## config.mk

```make
export PLATFORM = sky130hd
export DESIGN_NAME = spart_top
export DESIGN_NICKNAME = d
export VERILOG_FILES = /design/src/hdl/spart_pkg.sv /design/src/hdl/spart_cache_interface.sv /design/src/hdl/spart_baud_gen.sv /design/src/hdl/spart_tx.sv /design/src/hdl/spart_rx.sv /design/src/hdl/spart_top.sv
export SDC_FILE = /design/constraint.sdc
export NUM_CORES = 1
export LEC_CHECK = 0
export BUFFER_PORTS_ARGS = -buffer_cell sky130_fd_sc_hd__buf_2
export CORE_ASPECT_RATIO = 0.8
export CORE_MARGIN = 4
export CORE_UTILIZATION = 53
export CTS_CLUSTER_SIZE = 30
export DETAILED_ROUTE_END_ITERATION = 16
export PLACE_DENSITY = 0.94
export SLEW_MARGIN = 5
export SYNTH_ARGS = -nofsm -noshare
export SYNTH_HDL_FRONTEND = slang
export SYNTH_SLANG_ARGS = --single-unit
```

## constraint.sdc

```tcl
create_clock -name clk -period 4.5 [get_ports clk]
set_input_delay 1.125 -clock clk [delete_from_list [all_inputs] [get_ports clk]]
set_output_delay 1.125 -clock clk [all_outputs]
set_load 0.02 [all_outputs]
```

## src/hdl/spart_pkg.sv

```systemverilog
package spart_pkg;

	////////////////////////////////////////////////////////////
	// cache side request
	////////////////////////////////////////////////////////////

	// meaning of the request rw bit
	typedef enum logic {
		IO_READ  = 1'b0,
		IO_WRITE = 1'b1
	} io_op_t;

	// one single word request from the cache controller
	typedef struct packed {
		io_op_t      op;
		logic [27:0] addr;
		logic [31:0] wr_data;
	} io_req_t;

	// status register bits, lsb is tx_idle
	typedef struct packed {
		logic overrun;
		logic rx_full;
		logic tx_idle;
	} spart_status_t;

	////////////////////////////////////////////////////////////
	// serial engine states
	////////////////////////////////////////////////////////////

	typedef enum logic [1:0] {
		TX_IDLE,
		TX_START,
		TX_DATA,
		TX_STOP
	} tx_state_t;

	typedef enum logic [1:0] {
		RX_IDLE,
		RX_START,
		RX_DATA,
		RX_STOP
	} rx_state_t;

	////////////////////////////////////////////////////////////
	// address map and baud timing
	////////////////////////////////////////////////////////////

	localparam logic [27:0] ADDR_DATA   = 28'h800_0000;
	localparam logic [27:0] ADDR_STATUS = 28'h800_0001;

	// clocks per oversample tick
	localparam int BAUD_DIV   = 4;
	// ticks per serial bit
	localparam int OVERSAMPLE = 16;
	localparam int BIT_CLKS   = BAUD_DIV * OVERSAMPLE;
	localparam int HALF_BIT   = OVERSAMPLE / 2;

	// counter widths
	localparam int BAUD_CNT_W = $clog2(BAUD_DIV);
	localparam int OS_CNT_W   = $clog2(OVERSAMPLE);

endpackage

```

## src/hdl/spart_cache_interface.sv

```systemverilog
`timescale 1ns/1ps

module spart_cache_interface (
	input  logic                    clk,
	input  logic                    rst,

	// cache controller side
	input  spart_pkg::io_req_t      io_req,
	input  logic                    io_valid,
	output logic                    io_ready,
	output logic [31:0]             io_rd_data,

	// transmitter
	output logic                    tx_start,
	output logic [7:0]              tx_byte,
	input  logic                    tx_idle,

	// receiver
	input  logic [7:0]              rx_byte,
	input  spart_pkg::spart_status_t rx_status,
	output logic                    rx_take,
	output logic                    status_clear
);
	import spart_pkg::*;

	logic          is_write;
	logic          is_status;
	logic          xfer;
	spart_status_t status;

	////////////////////////////////////////////////////////////
	// decode
	////////////////////////////////////////////////////////////

	assign is_write  = (io_req.op == IO_WRITE);
	// only the status address is special
	// everything else falls through to the data register
	assign is_status = (io_req.addr == ADDR_STATUS);

	// writes wait for an idle transmitter
	// data reads wait for a held byte
	// status reads never stall
	always_comb begin
		if (is_write) begin
			io_ready = tx_idle;
		end else if (is_status) begin
			io_ready = 1'b1;
		end else begin
			io_ready = rx_status.rx_full;
		end
	end

	assign xfer = io_valid && io_ready;

	////////////////////////////////////////////////////////////
	// strobes to the engines
	////////////////////////////////////////////////////////////

	// one cycle each, only on the transfer edge
	assign tx_start     = xfer && is_write;
	assign rx_take      = xfer && !is_write && !is_status;
	assign status_clear = xfer && !is_write && is_status;

	// low byte of the write word goes out
	assign tx_byte = io_req.wr_data[7:0];

	////////////////////////////////////////////////////////////
	// read data
	////////////////////////////////////////////////////////////

	// tx_idle comes from the transmitter, the rest from rx
	always_comb begin
		status         = rx_status;
		status.tx_idle = tx_idle;
	end

	// valid in the transfer cycle itself
	assign io_rd_data = is_status ? {29'd0, status} : {24'd0, rx_byte};

	////////////////////////////////////////////////////////////
	// checks
	////////////////////////////////////////////////////////////

	// a start is only issued to an idle tx, which then goes busy
	a_tx_start_idle: assert property (
		@(posedge clk) disable iff (rst)
		tx_start |-> tx_idle ##1 !tx_idle
	);

	// requester keeps a stalled request in place
	a_req_stable: assert property (
		@(posedge clk) disable iff (rst)
		io_valid && !io_ready |=> io_valid && $stable(io_req)
	);

endmodule

```

## src/hdl/spart_baud_gen.sv

```systemverilog
`timescale 1ns/1ps

module spart_baud_gen (
	input  logic clk,
	input  logic rst,
	output logic tick
);
	import spart_pkg::*;

	// free running phase within one tick period
	logic [BAUD_CNT_W-1:0] cnt;
	logic                  wrap;

	////////////////////////////////////////////////////////////
	// divider
	////////////////////////////////////////////////////////////

	// last count before rolling over
	assign wrap = (cnt == BAUD_CNT_W'(BAUD_DIV - 1));

	always_ff @(posedge clk) begin
		if (rst) begin
			cnt <= '0;
		end else if (wrap) begin
			cnt <= '0;
		end else begin
			cnt <= cnt + 1'b1;
		end
	end

	// one clock wide pulse per period
	// shared by tx and rx so both engines stay in step
	assign tick = wrap;

	////////////////////////////////////////////////////////////
	// checks
	////////////////////////////////////////////////////////////

	// ticks are exactly BAUD_DIV clocks apart
	a_tick_period: assert property (
		@(posedge clk) disable iff (rst)
		tick |=> (!tick) [* BAUD_DIV - 1] ##1 tick
	);

endmodule

```

## src/hdl/spart_tx.sv

```systemverilog
`timescale 1ns/1ps

module spart_tx (
	input  logic       clk,
	input  logic       rst,
	input  logic       tick,
	input  logic       tx_start,
	input  logic [7:0] tx_byte,
	output logic       tx_idle,
	output logic       txd
);
	import spart_pkg::*;

	tx_state_t           state;
	logic [7:0]          shreg;
	logic [OS_CNT_W-1:0] os_cnt;
	logic [2:0]          bit_cnt;
	// byte latched, start bit not yet on the line
	logic                pend;
	logic                bit_end;

	// last tick of the current bit
	assign bit_end = tick && (os_cnt == OS_CNT_W'(OVERSAMPLE - 1));
	assign tx_idle = (state == TX_IDLE);

	////////////////////////////////////////////////////////////
	// frame sequencer
	////////////////////////////////////////////////////////////

	always_ff @(posedge clk) begin
		if (rst) begin
			state   <= TX_IDLE;
			txd     <= 1'b1;
			os_cnt  <= '0;
			bit_cnt <= '0;
			pend    <= 1'b0;
		end else begin
			// oversample count wraps on its own every bit
			if (tick) begin
				os_cnt <= os_cnt + 1'b1;
			end
			case (state)
				TX_IDLE: begin
					txd <= 1'b1;
					if (tx_start) begin
						state <= TX_START;
						pend  <= 1'b1;
					end
				end
				TX_START: begin
					if (tick && pend) begin
						// start bit begins on the next tick
						pend   <= 1'b0;
						txd    <= 1'b0;
						os_cnt <= '0;
					end else if (bit_end) begin
						state   <= TX_DATA;
						bit_cnt <= '0;
						txd     <= shreg[0];
					end
				end
				TX_DATA: begin
					if (bit_end) begin
						if (bit_cnt == 3'd7) begin
							state <= TX_STOP;
							txd   <= 1'b1;
						end else begin
							bit_cnt <= bit_cnt + 1'b1;
							txd     <= shreg[1];
						end
					end
				end
				TX_STOP: begin
					// line already high, hold it one full bit
					if (bit_end) begin
						state <= TX_IDLE;
					end
				end
				default: state <= TX_IDLE;
			endcase
		end
	end

	// lsb first shifter
	always_ff @(posedge clk) begin
		if (tx_idle && tx_start) begin
			shreg <= tx_byte;
		end else if (state == TX_DATA && bit_end) begin
			shreg <= shreg >> 1;
		end
	end

	// line is at mark whenever nothing is being sent
	a_idle_mark: assert property (
		@(posedge clk) disable iff (rst)
		state == TX_IDLE |-> txd
	);

endmodule

```

## src/hdl/spart_rx.sv

```systemverilog
`timescale 1ns/1ps

module spart_rx (
	input  logic                     clk,
	input  logic                     rst,
	input  logic                     tick,
	input  logic                     rxd,
	input  logic                     rx_take,
	input  logic                     status_clear,
	output logic [7:0]               rx_byte,
	output spart_pkg::spart_status_t rx_status
);
	import spart_pkg::*;

	rx_state_t         state;
	// extra bit so the stop bit can run one tick past its middle
	logic [OS_CNT_W:0] os_cnt;
	logic [2:0]        bit_cnt;
	logic [7:0]        shreg;
	logic [7:0]        hold;
	logic              rxd_s1;
	logic              rxd_s2;
	logic              rxd_prev;
	logic              stop_ok;
	logic              rx_full;
	logic              overrun;
	logic              mid_bit;
	logic              commit;
	logic              load;

	////////////////////////////////////////////////////////////
	// input synchronizer
	////////////////////////////////////////////////////////////

	always_ff @(posedge clk) begin
		if (rst) begin
			rxd_s1   <= 1'b1;
			rxd_s2   <= 1'b1;
			rxd_prev <= 1'b1;
		end else begin
			rxd_s1   <= rxd;
			rxd_s2   <= rxd_s1;
			rxd_prev <= rxd_s2;
		end
	end

	////////////////////////////////////////////////////////////
	// frame sequencer
	////////////////////////////////////////////////////////////

	assign mid_bit = tick && (os_cnt == (OS_CNT_W + 1)'(OVERSAMPLE - 1));
	// frame done one tick after the stop bit sample
	assign commit  = (state == RX_STOP) && tick && stop_ok &&
		(os_cnt == (OS_CNT_W + 1)'(OVERSAMPLE));
	// a byte that finds the holder full is dropped
	assign load    = commit && (!rx_full || rx_take);

	always_ff @(posedge clk) begin
		if (rst) begin
			state   <= RX_IDLE;
			os_cnt  <= '0;
			bit_cnt <= '0;
			stop_ok <= 1'b0;
		end else begin
			case (state)
				RX_IDLE: begin
					// falling edge on the synchronized line
					if (rxd_prev && !rxd_s2) begin
						state  <= RX_START;
						os_cnt <= '0;
					end
				end
				RX_START: begin
					if (tick && os_cnt == (OS_CNT_W + 1)'(HALF_BIT - 1)) begin
						// glitch if the line is back high at half a bit
						state   <= rxd_s2 ? RX_IDLE : RX_DATA;
						os_cnt  <= '0;
						bit_cnt <= '0;
					end else if (tick) begin
						os_cnt <= os_cnt + 1'b1;
					end
				end
				RX_DATA: begin
					if (mid_bit) begin
						os_cnt  <= '0;
						bit_cnt <= bit_cnt + 1'b1;
						if (bit_cnt == 3'd7) begin
							state <= RX_STOP;
						end
					end else if (tick) begin
						os_cnt <= os_cnt + 1'b1;
					end
				end
				RX_STOP: begin
					if (tick) begin
						os_cnt <= os_cnt + 1'b1;
					end
					if (mid_bit) begin
						stop_ok <= rxd_s2;
					end
					if (tick && os_cnt == (OS_CNT_W + 1)'(OVERSAMPLE)) begin
						state <= RX_IDLE;
					end
				end
				default: state <= RX_IDLE;
			endcase
		end
	end

	// lsb arrives first, shift in from the top
	always_ff @(posedge clk) begin
		if (state == RX_DATA && mid_bit) begin
			shreg <= {rxd_s2, shreg[7:1]};
		end
		if (load) begin
			hold <= shreg;
		end
	end

	////////////////////////////////////////////////////////////
	// flags
	////////////////////////////////////////////////////////////

	// set wins over clear so no event is lost
	always_ff @(posedge clk) begin
		if (rst) begin
			rx_full <= 1'b0;
			overrun <= 1'b0;
		end else begin
			if (rx_take) begin
				rx_full <= 1'b0;
			end
			if (status_clear) begin
				overrun <= 1'b0;
			end
			if (load) begin
				rx_full <= 1'b1;
			end else if (commit) begin
				overrun <= 1'b1;
			end
		end
	end

	assign rx_byte = hold;

	// tx_idle is filled in by the bus side
	always_comb begin
		rx_status         = '0;
		rx_status.rx_full = rx_full;
		rx_status.overrun = overrun;
	end

	// data reads only while a byte is held
	a_take_full: assert property (
		@(posedge clk) disable iff (rst)
		rx_take |-> rx_full
	);

endmodule

```

## src/hdl/spart_top.sv

```systemverilog
`timescale 1ns/1ps

module spart_top (
	input  logic               clk,
	input  logic               rst,

	// cache controller port
	input  spart_pkg::io_req_t io_req,
	input  logic               io_valid,
	output logic               io_ready,
	output logic [31:0]        io_rd_data,

	// serial line
	output logic               txd,
	input  logic               rxd
);
	import spart_pkg::*;

	// shared oversample tick
	logic          tick;

	// bus side to transmitter
	logic          tx_start;
	logic [7:0]    tx_byte;
	logic          tx_idle;

	// bus side to receiver
	logic          rx_take;
	logic          status_clear;
	logic [7:0]    rx_byte;
	spart_status_t rx_status;

	////////////////////////////////////////////////////////////
	// bus bridge
	////////////////////////////////////////////////////////////

	spart_cache_interface if0 (
		.clk          (clk),
		.rst          (rst),
		.io_req       (io_req),
		.io_valid     (io_valid),
		.io_ready     (io_ready),
		.io_rd_data   (io_rd_data),
		.tx_start     (tx_start),
		.tx_byte      (tx_byte),
		.tx_idle      (tx_idle),
		.rx_byte      (rx_byte),
		.rx_status    (rx_status),
		.rx_take      (rx_take),
		.status_clear (status_clear)
	);

	////////////////////////////////////////////////////////////
	// serial engines
	////////////////////////////////////////////////////////////

	spart_baud_gen baud0 (
		.clk  (clk),
		.rst  (rst),
		.tick (tick)
	);

	spart_tx tx0 (
		.clk      (clk),
		.rst      (rst),
		.tick     (tick),
		.tx_start (tx_start),
		.tx_byte  (tx_byte),
		.tx_idle  (tx_idle),
		.txd      (txd)
	);

	spart_rx rx0 (
		.clk          (clk),
		.rst          (rst),
		.tick         (tick),
		.rxd          (rxd),
		.rx_take      (rx_take),
		.status_clear (status_clear),
		.rx_byte      (rx_byte),
		.rx_status    (rx_status)
	);

endmodule

```

==> flow_summary.ini <==
[logic_synthesis]
yosys.area.top_type = edfxtp_1
yosysSeqAreaShare_pct = 47.45
avgSynthCellArea_um2 = 10.43
synth_edf_count = 24
yosys-top-cells-count = dfxtp_1, buf_4, edfxtp_1
synth_warnings = 0
yosysTopAreaCellShare_pct = 26.28
yosysMostFrequentCell = dfxtp_1
netlist_instances = 263
synthArstFlopShare_pct = 0
synth_cell_types = 51
ys_ff_latch = 53
syn_area_mm2 = 0.002743
yosys_most_used_dff = dfxtp_1
ys_top_cells_by_area = edfxtp_1, dfxtp_1, buf_4

[setup_path]
worstPathArrival_ps = 2510
crit_path_end = io_rd_data[1]
cpMostUsedCell = buf_2
ff2ff_setup_slack_ps = 2100
slowest_stage = or2_1
end_kind = output port
r2r-start = rx0.state[0]$_SDFFE_PP0P_
startpoint_type = input pin
required_ps = 3380
crit_fanout = 8
worstRegToRegCells = 3
slowest_delay_ps = 350
reg2reg_to = rx0.rx_byte[5]$_DFFE_PP_
cp-startpoint = io_req[55]
critical_path_class = in -> out
critical_path.cell_chain = buf_2, nor4b_1, nand3_1, or2_1, mux2_2, buf_2

[detailed_routing]
dr.pass1.iters = 4
drtIter0Drc = 102
wl_per_cell_um = 13.70
drcViolationCount = 0
avgViaCountPerCell = 5.408
ant_nets = 0
vias = 2028
drt_wl_total_um = 5138

[sta]
slew_headroom_pct = 21.83
slew_viol_final = 0
tns_ps = 0
min_period_over_period_pct = 80.83
fin_skew_ps = 6.752
worst_pin_slew_ps = 1162
finalSetupViolCount = 0
period_minus_slack_ps = 3637
worst_hold_slack_ps = 419.2
max_freq_mhz = 274.9
rsz0062_at_grt = false
timing_hold_violations_final = 0

[min_path]
min_path_type = reg -> reg

[global_routing]
antenna_found_initial = 0
grtUsageTotal_pct = 16.14
grt_first_pass_wirelength_um = 7955
overflow = 0
grt_max_degree = 21
grt_pass1_vias = 1770

[cts]
clock_sinks = 53
post_cts_buffers = 0
ctsResizeCount = 0
hold_buffers = 0
path_clk_slew_ps = 90
clk-insertion-delay-late_ps = 310
clockBufferDepth = 2
ctsRootBufferMaster = clkbuf_8
ctsHtreeMaxLevel = 2
cts_tree = yes
cts_made_buffers = 5

[cells_and_area]
antenna_cells = 0
design_area_mm2 = 0.003055
nFillCells = 396
nets = 390
synthToLayoutAreaGrowth_pct = 11.41
drive_gt1_share_pct = 28.43

[power]
p_leak_nw = 1.224
p_total_w = 0.001096
peakVddDrop_uv = 194.0
p_per_area_mw_per_mm2 = 358.7

[floorplan]
die_y_um = 72.34
start_util_pct = 54.77
num_rows = 23
pin_count = 99
die_area_mm2 = 0.006397
core_area_mm2 = 0.005007
dieWidth_um = 88.43

[placed_design]
place_hpwl_um = 3918
io_buffer_count = 50
gp_congestion = 0.8756
dpl_cell_area_mm2 = 0.002944

[status]
status = complete, no violations

[job]
drv_cap = 0
[critical path: cells and delay by family]
kind,cells,cell delay (ps)
buffers and inverters,2,260
and+or+nand+nor,3,830
muxes,1,310
[cell type report]
class | count | area (um^2) | share of cell area [%]
flip-flops and latches | 53 | 1301 | 42.59
multi-input cells | 185 | 1247 | 40.83
repair buffers | 51 | 257.7 | 8.436
well taps | 62 | 77.57 | 2.539
clock buffers | 6 | 72.57 | 2.375
inverters | 16 | 60.06 | 1.966
clock inverters | 2 | 38.79 | 1.269
[placed cells by master, fill, tap and decap left out, drive strengths merged, types with 7 or more instances in the layout]
master,n
a21oi,14
buf,51
conb,24
dfxtp,29
edfxtp,24
ha,13
inv,16
mux2,11
nand2,19
nand3,7
nand4,7
nor2,18
nor4,7
or2,7
[metrics by stage]
stage / std cells / util (%) / worst slack, ps
final: 375 / 61.02 / 862.6
after floorplan: 286 / - / 1129
after CTS: 375 / 61.02 / 833.9
after detailed placement: 367 / 58.80 / 846.3
after global routing: 375 / 61.02 / 711.1
after global placement: 367 / 58.80 / 845.5
[report_power, final]
| group | internal (W) | leakage [nW] | total [W] | switching (W) |
|---|---|---|---|---|
| clock | 0.000167 | 0.0554 | 0.000318 | 0.000151 |
| sequential | 0.000536 | 0.454 | 0.000554 | 0.0000172 |
| combinational | 0.0000946 | 0.714 | 0.000224 | 0.000130 |
[logic make-up after synthesis]
group / after synthesis / share of synthesized area [%]
AOI/OAI and AO/OA: 41 / 10.36
adders and majority gates: 13 / 5.931
and+or+nand+nor: 90 / 19.34
xor gates and xnor gates: 3 / 0.9582
buffers and inverters: 48 / 10.22
other: 1 / 0.1367
DFF: 53 / 47.45
muxes: 14 / 5.611
[routing by layer]
metal	vias to the layer above	GRT usage, %	wire [um]
met5	-	0	0
li1	989	-	-
met3	9	4.994	555
met4	0	6.040	83
met2	99	27.88	2465
met1	931	18.76	2033
[worst min path at each step]
stage / start / endpoint / slack [ps] / depth (start not counted)
floorplan: rx0.rxd_s1$_SDFF_PP1_ / rx0.rxd_s2$_SDFF_PP1_ / 390 / 1
global placement: rx0.rxd_s1$_SDFF_PP1_ / rx0.rxd_s2$_SDFF_PP1_ / 390 / 1
detailed placement: rx0.rxd_s1$_SDFF_PP1_ / rx0.rxd_s2$_SDFF_PP1_ / 400 / 1
CTS: rx0.rxd_s1$_SDFF_PP1_ / rx0.rxd_s2$_SDFF_PP1_ / 420 / 1
global route: rx0.rxd_s1$_SDFF_PP1_ / rx0.rxd_s2$_SDFF_PP1_ / 450 / 1
finish: rx0.rxd_s1$_SDFF_PP1_ / rx0.rxd_s2$_SDFF_PP1_ / 420 / 1
[flip-flops by register name (all words and copies together) (netlist names), named ones only]
| name | cells |
|---|---|
| tx0.txd | 1 |
| rx0.stop_ok | 1 |
| rx0.rx_byte | 8 |
| rx0.rxd_prev | 1 |
| tx0.state | 2 |
| tx0.os_cnt | 4 |
| rx0.state | 1 |
| rx0.rx_full | 1 |
| tx0.pend | 1 |
| baud0.cnt | 2 |
| rx0.os_cnt | 5 |
| rx0.rxd_s2 | 1 |
| rx0.bit_cnt | 3 |
| rx0.overrun | 1 |
| tx0.bit_cnt | 3 |
| tx0.shreg | 8 |
| rx0.rxd_s1 | 1 |
| rx0.shreg | 8 |
No activity file was read; power rests on OpenSTA's default activity.
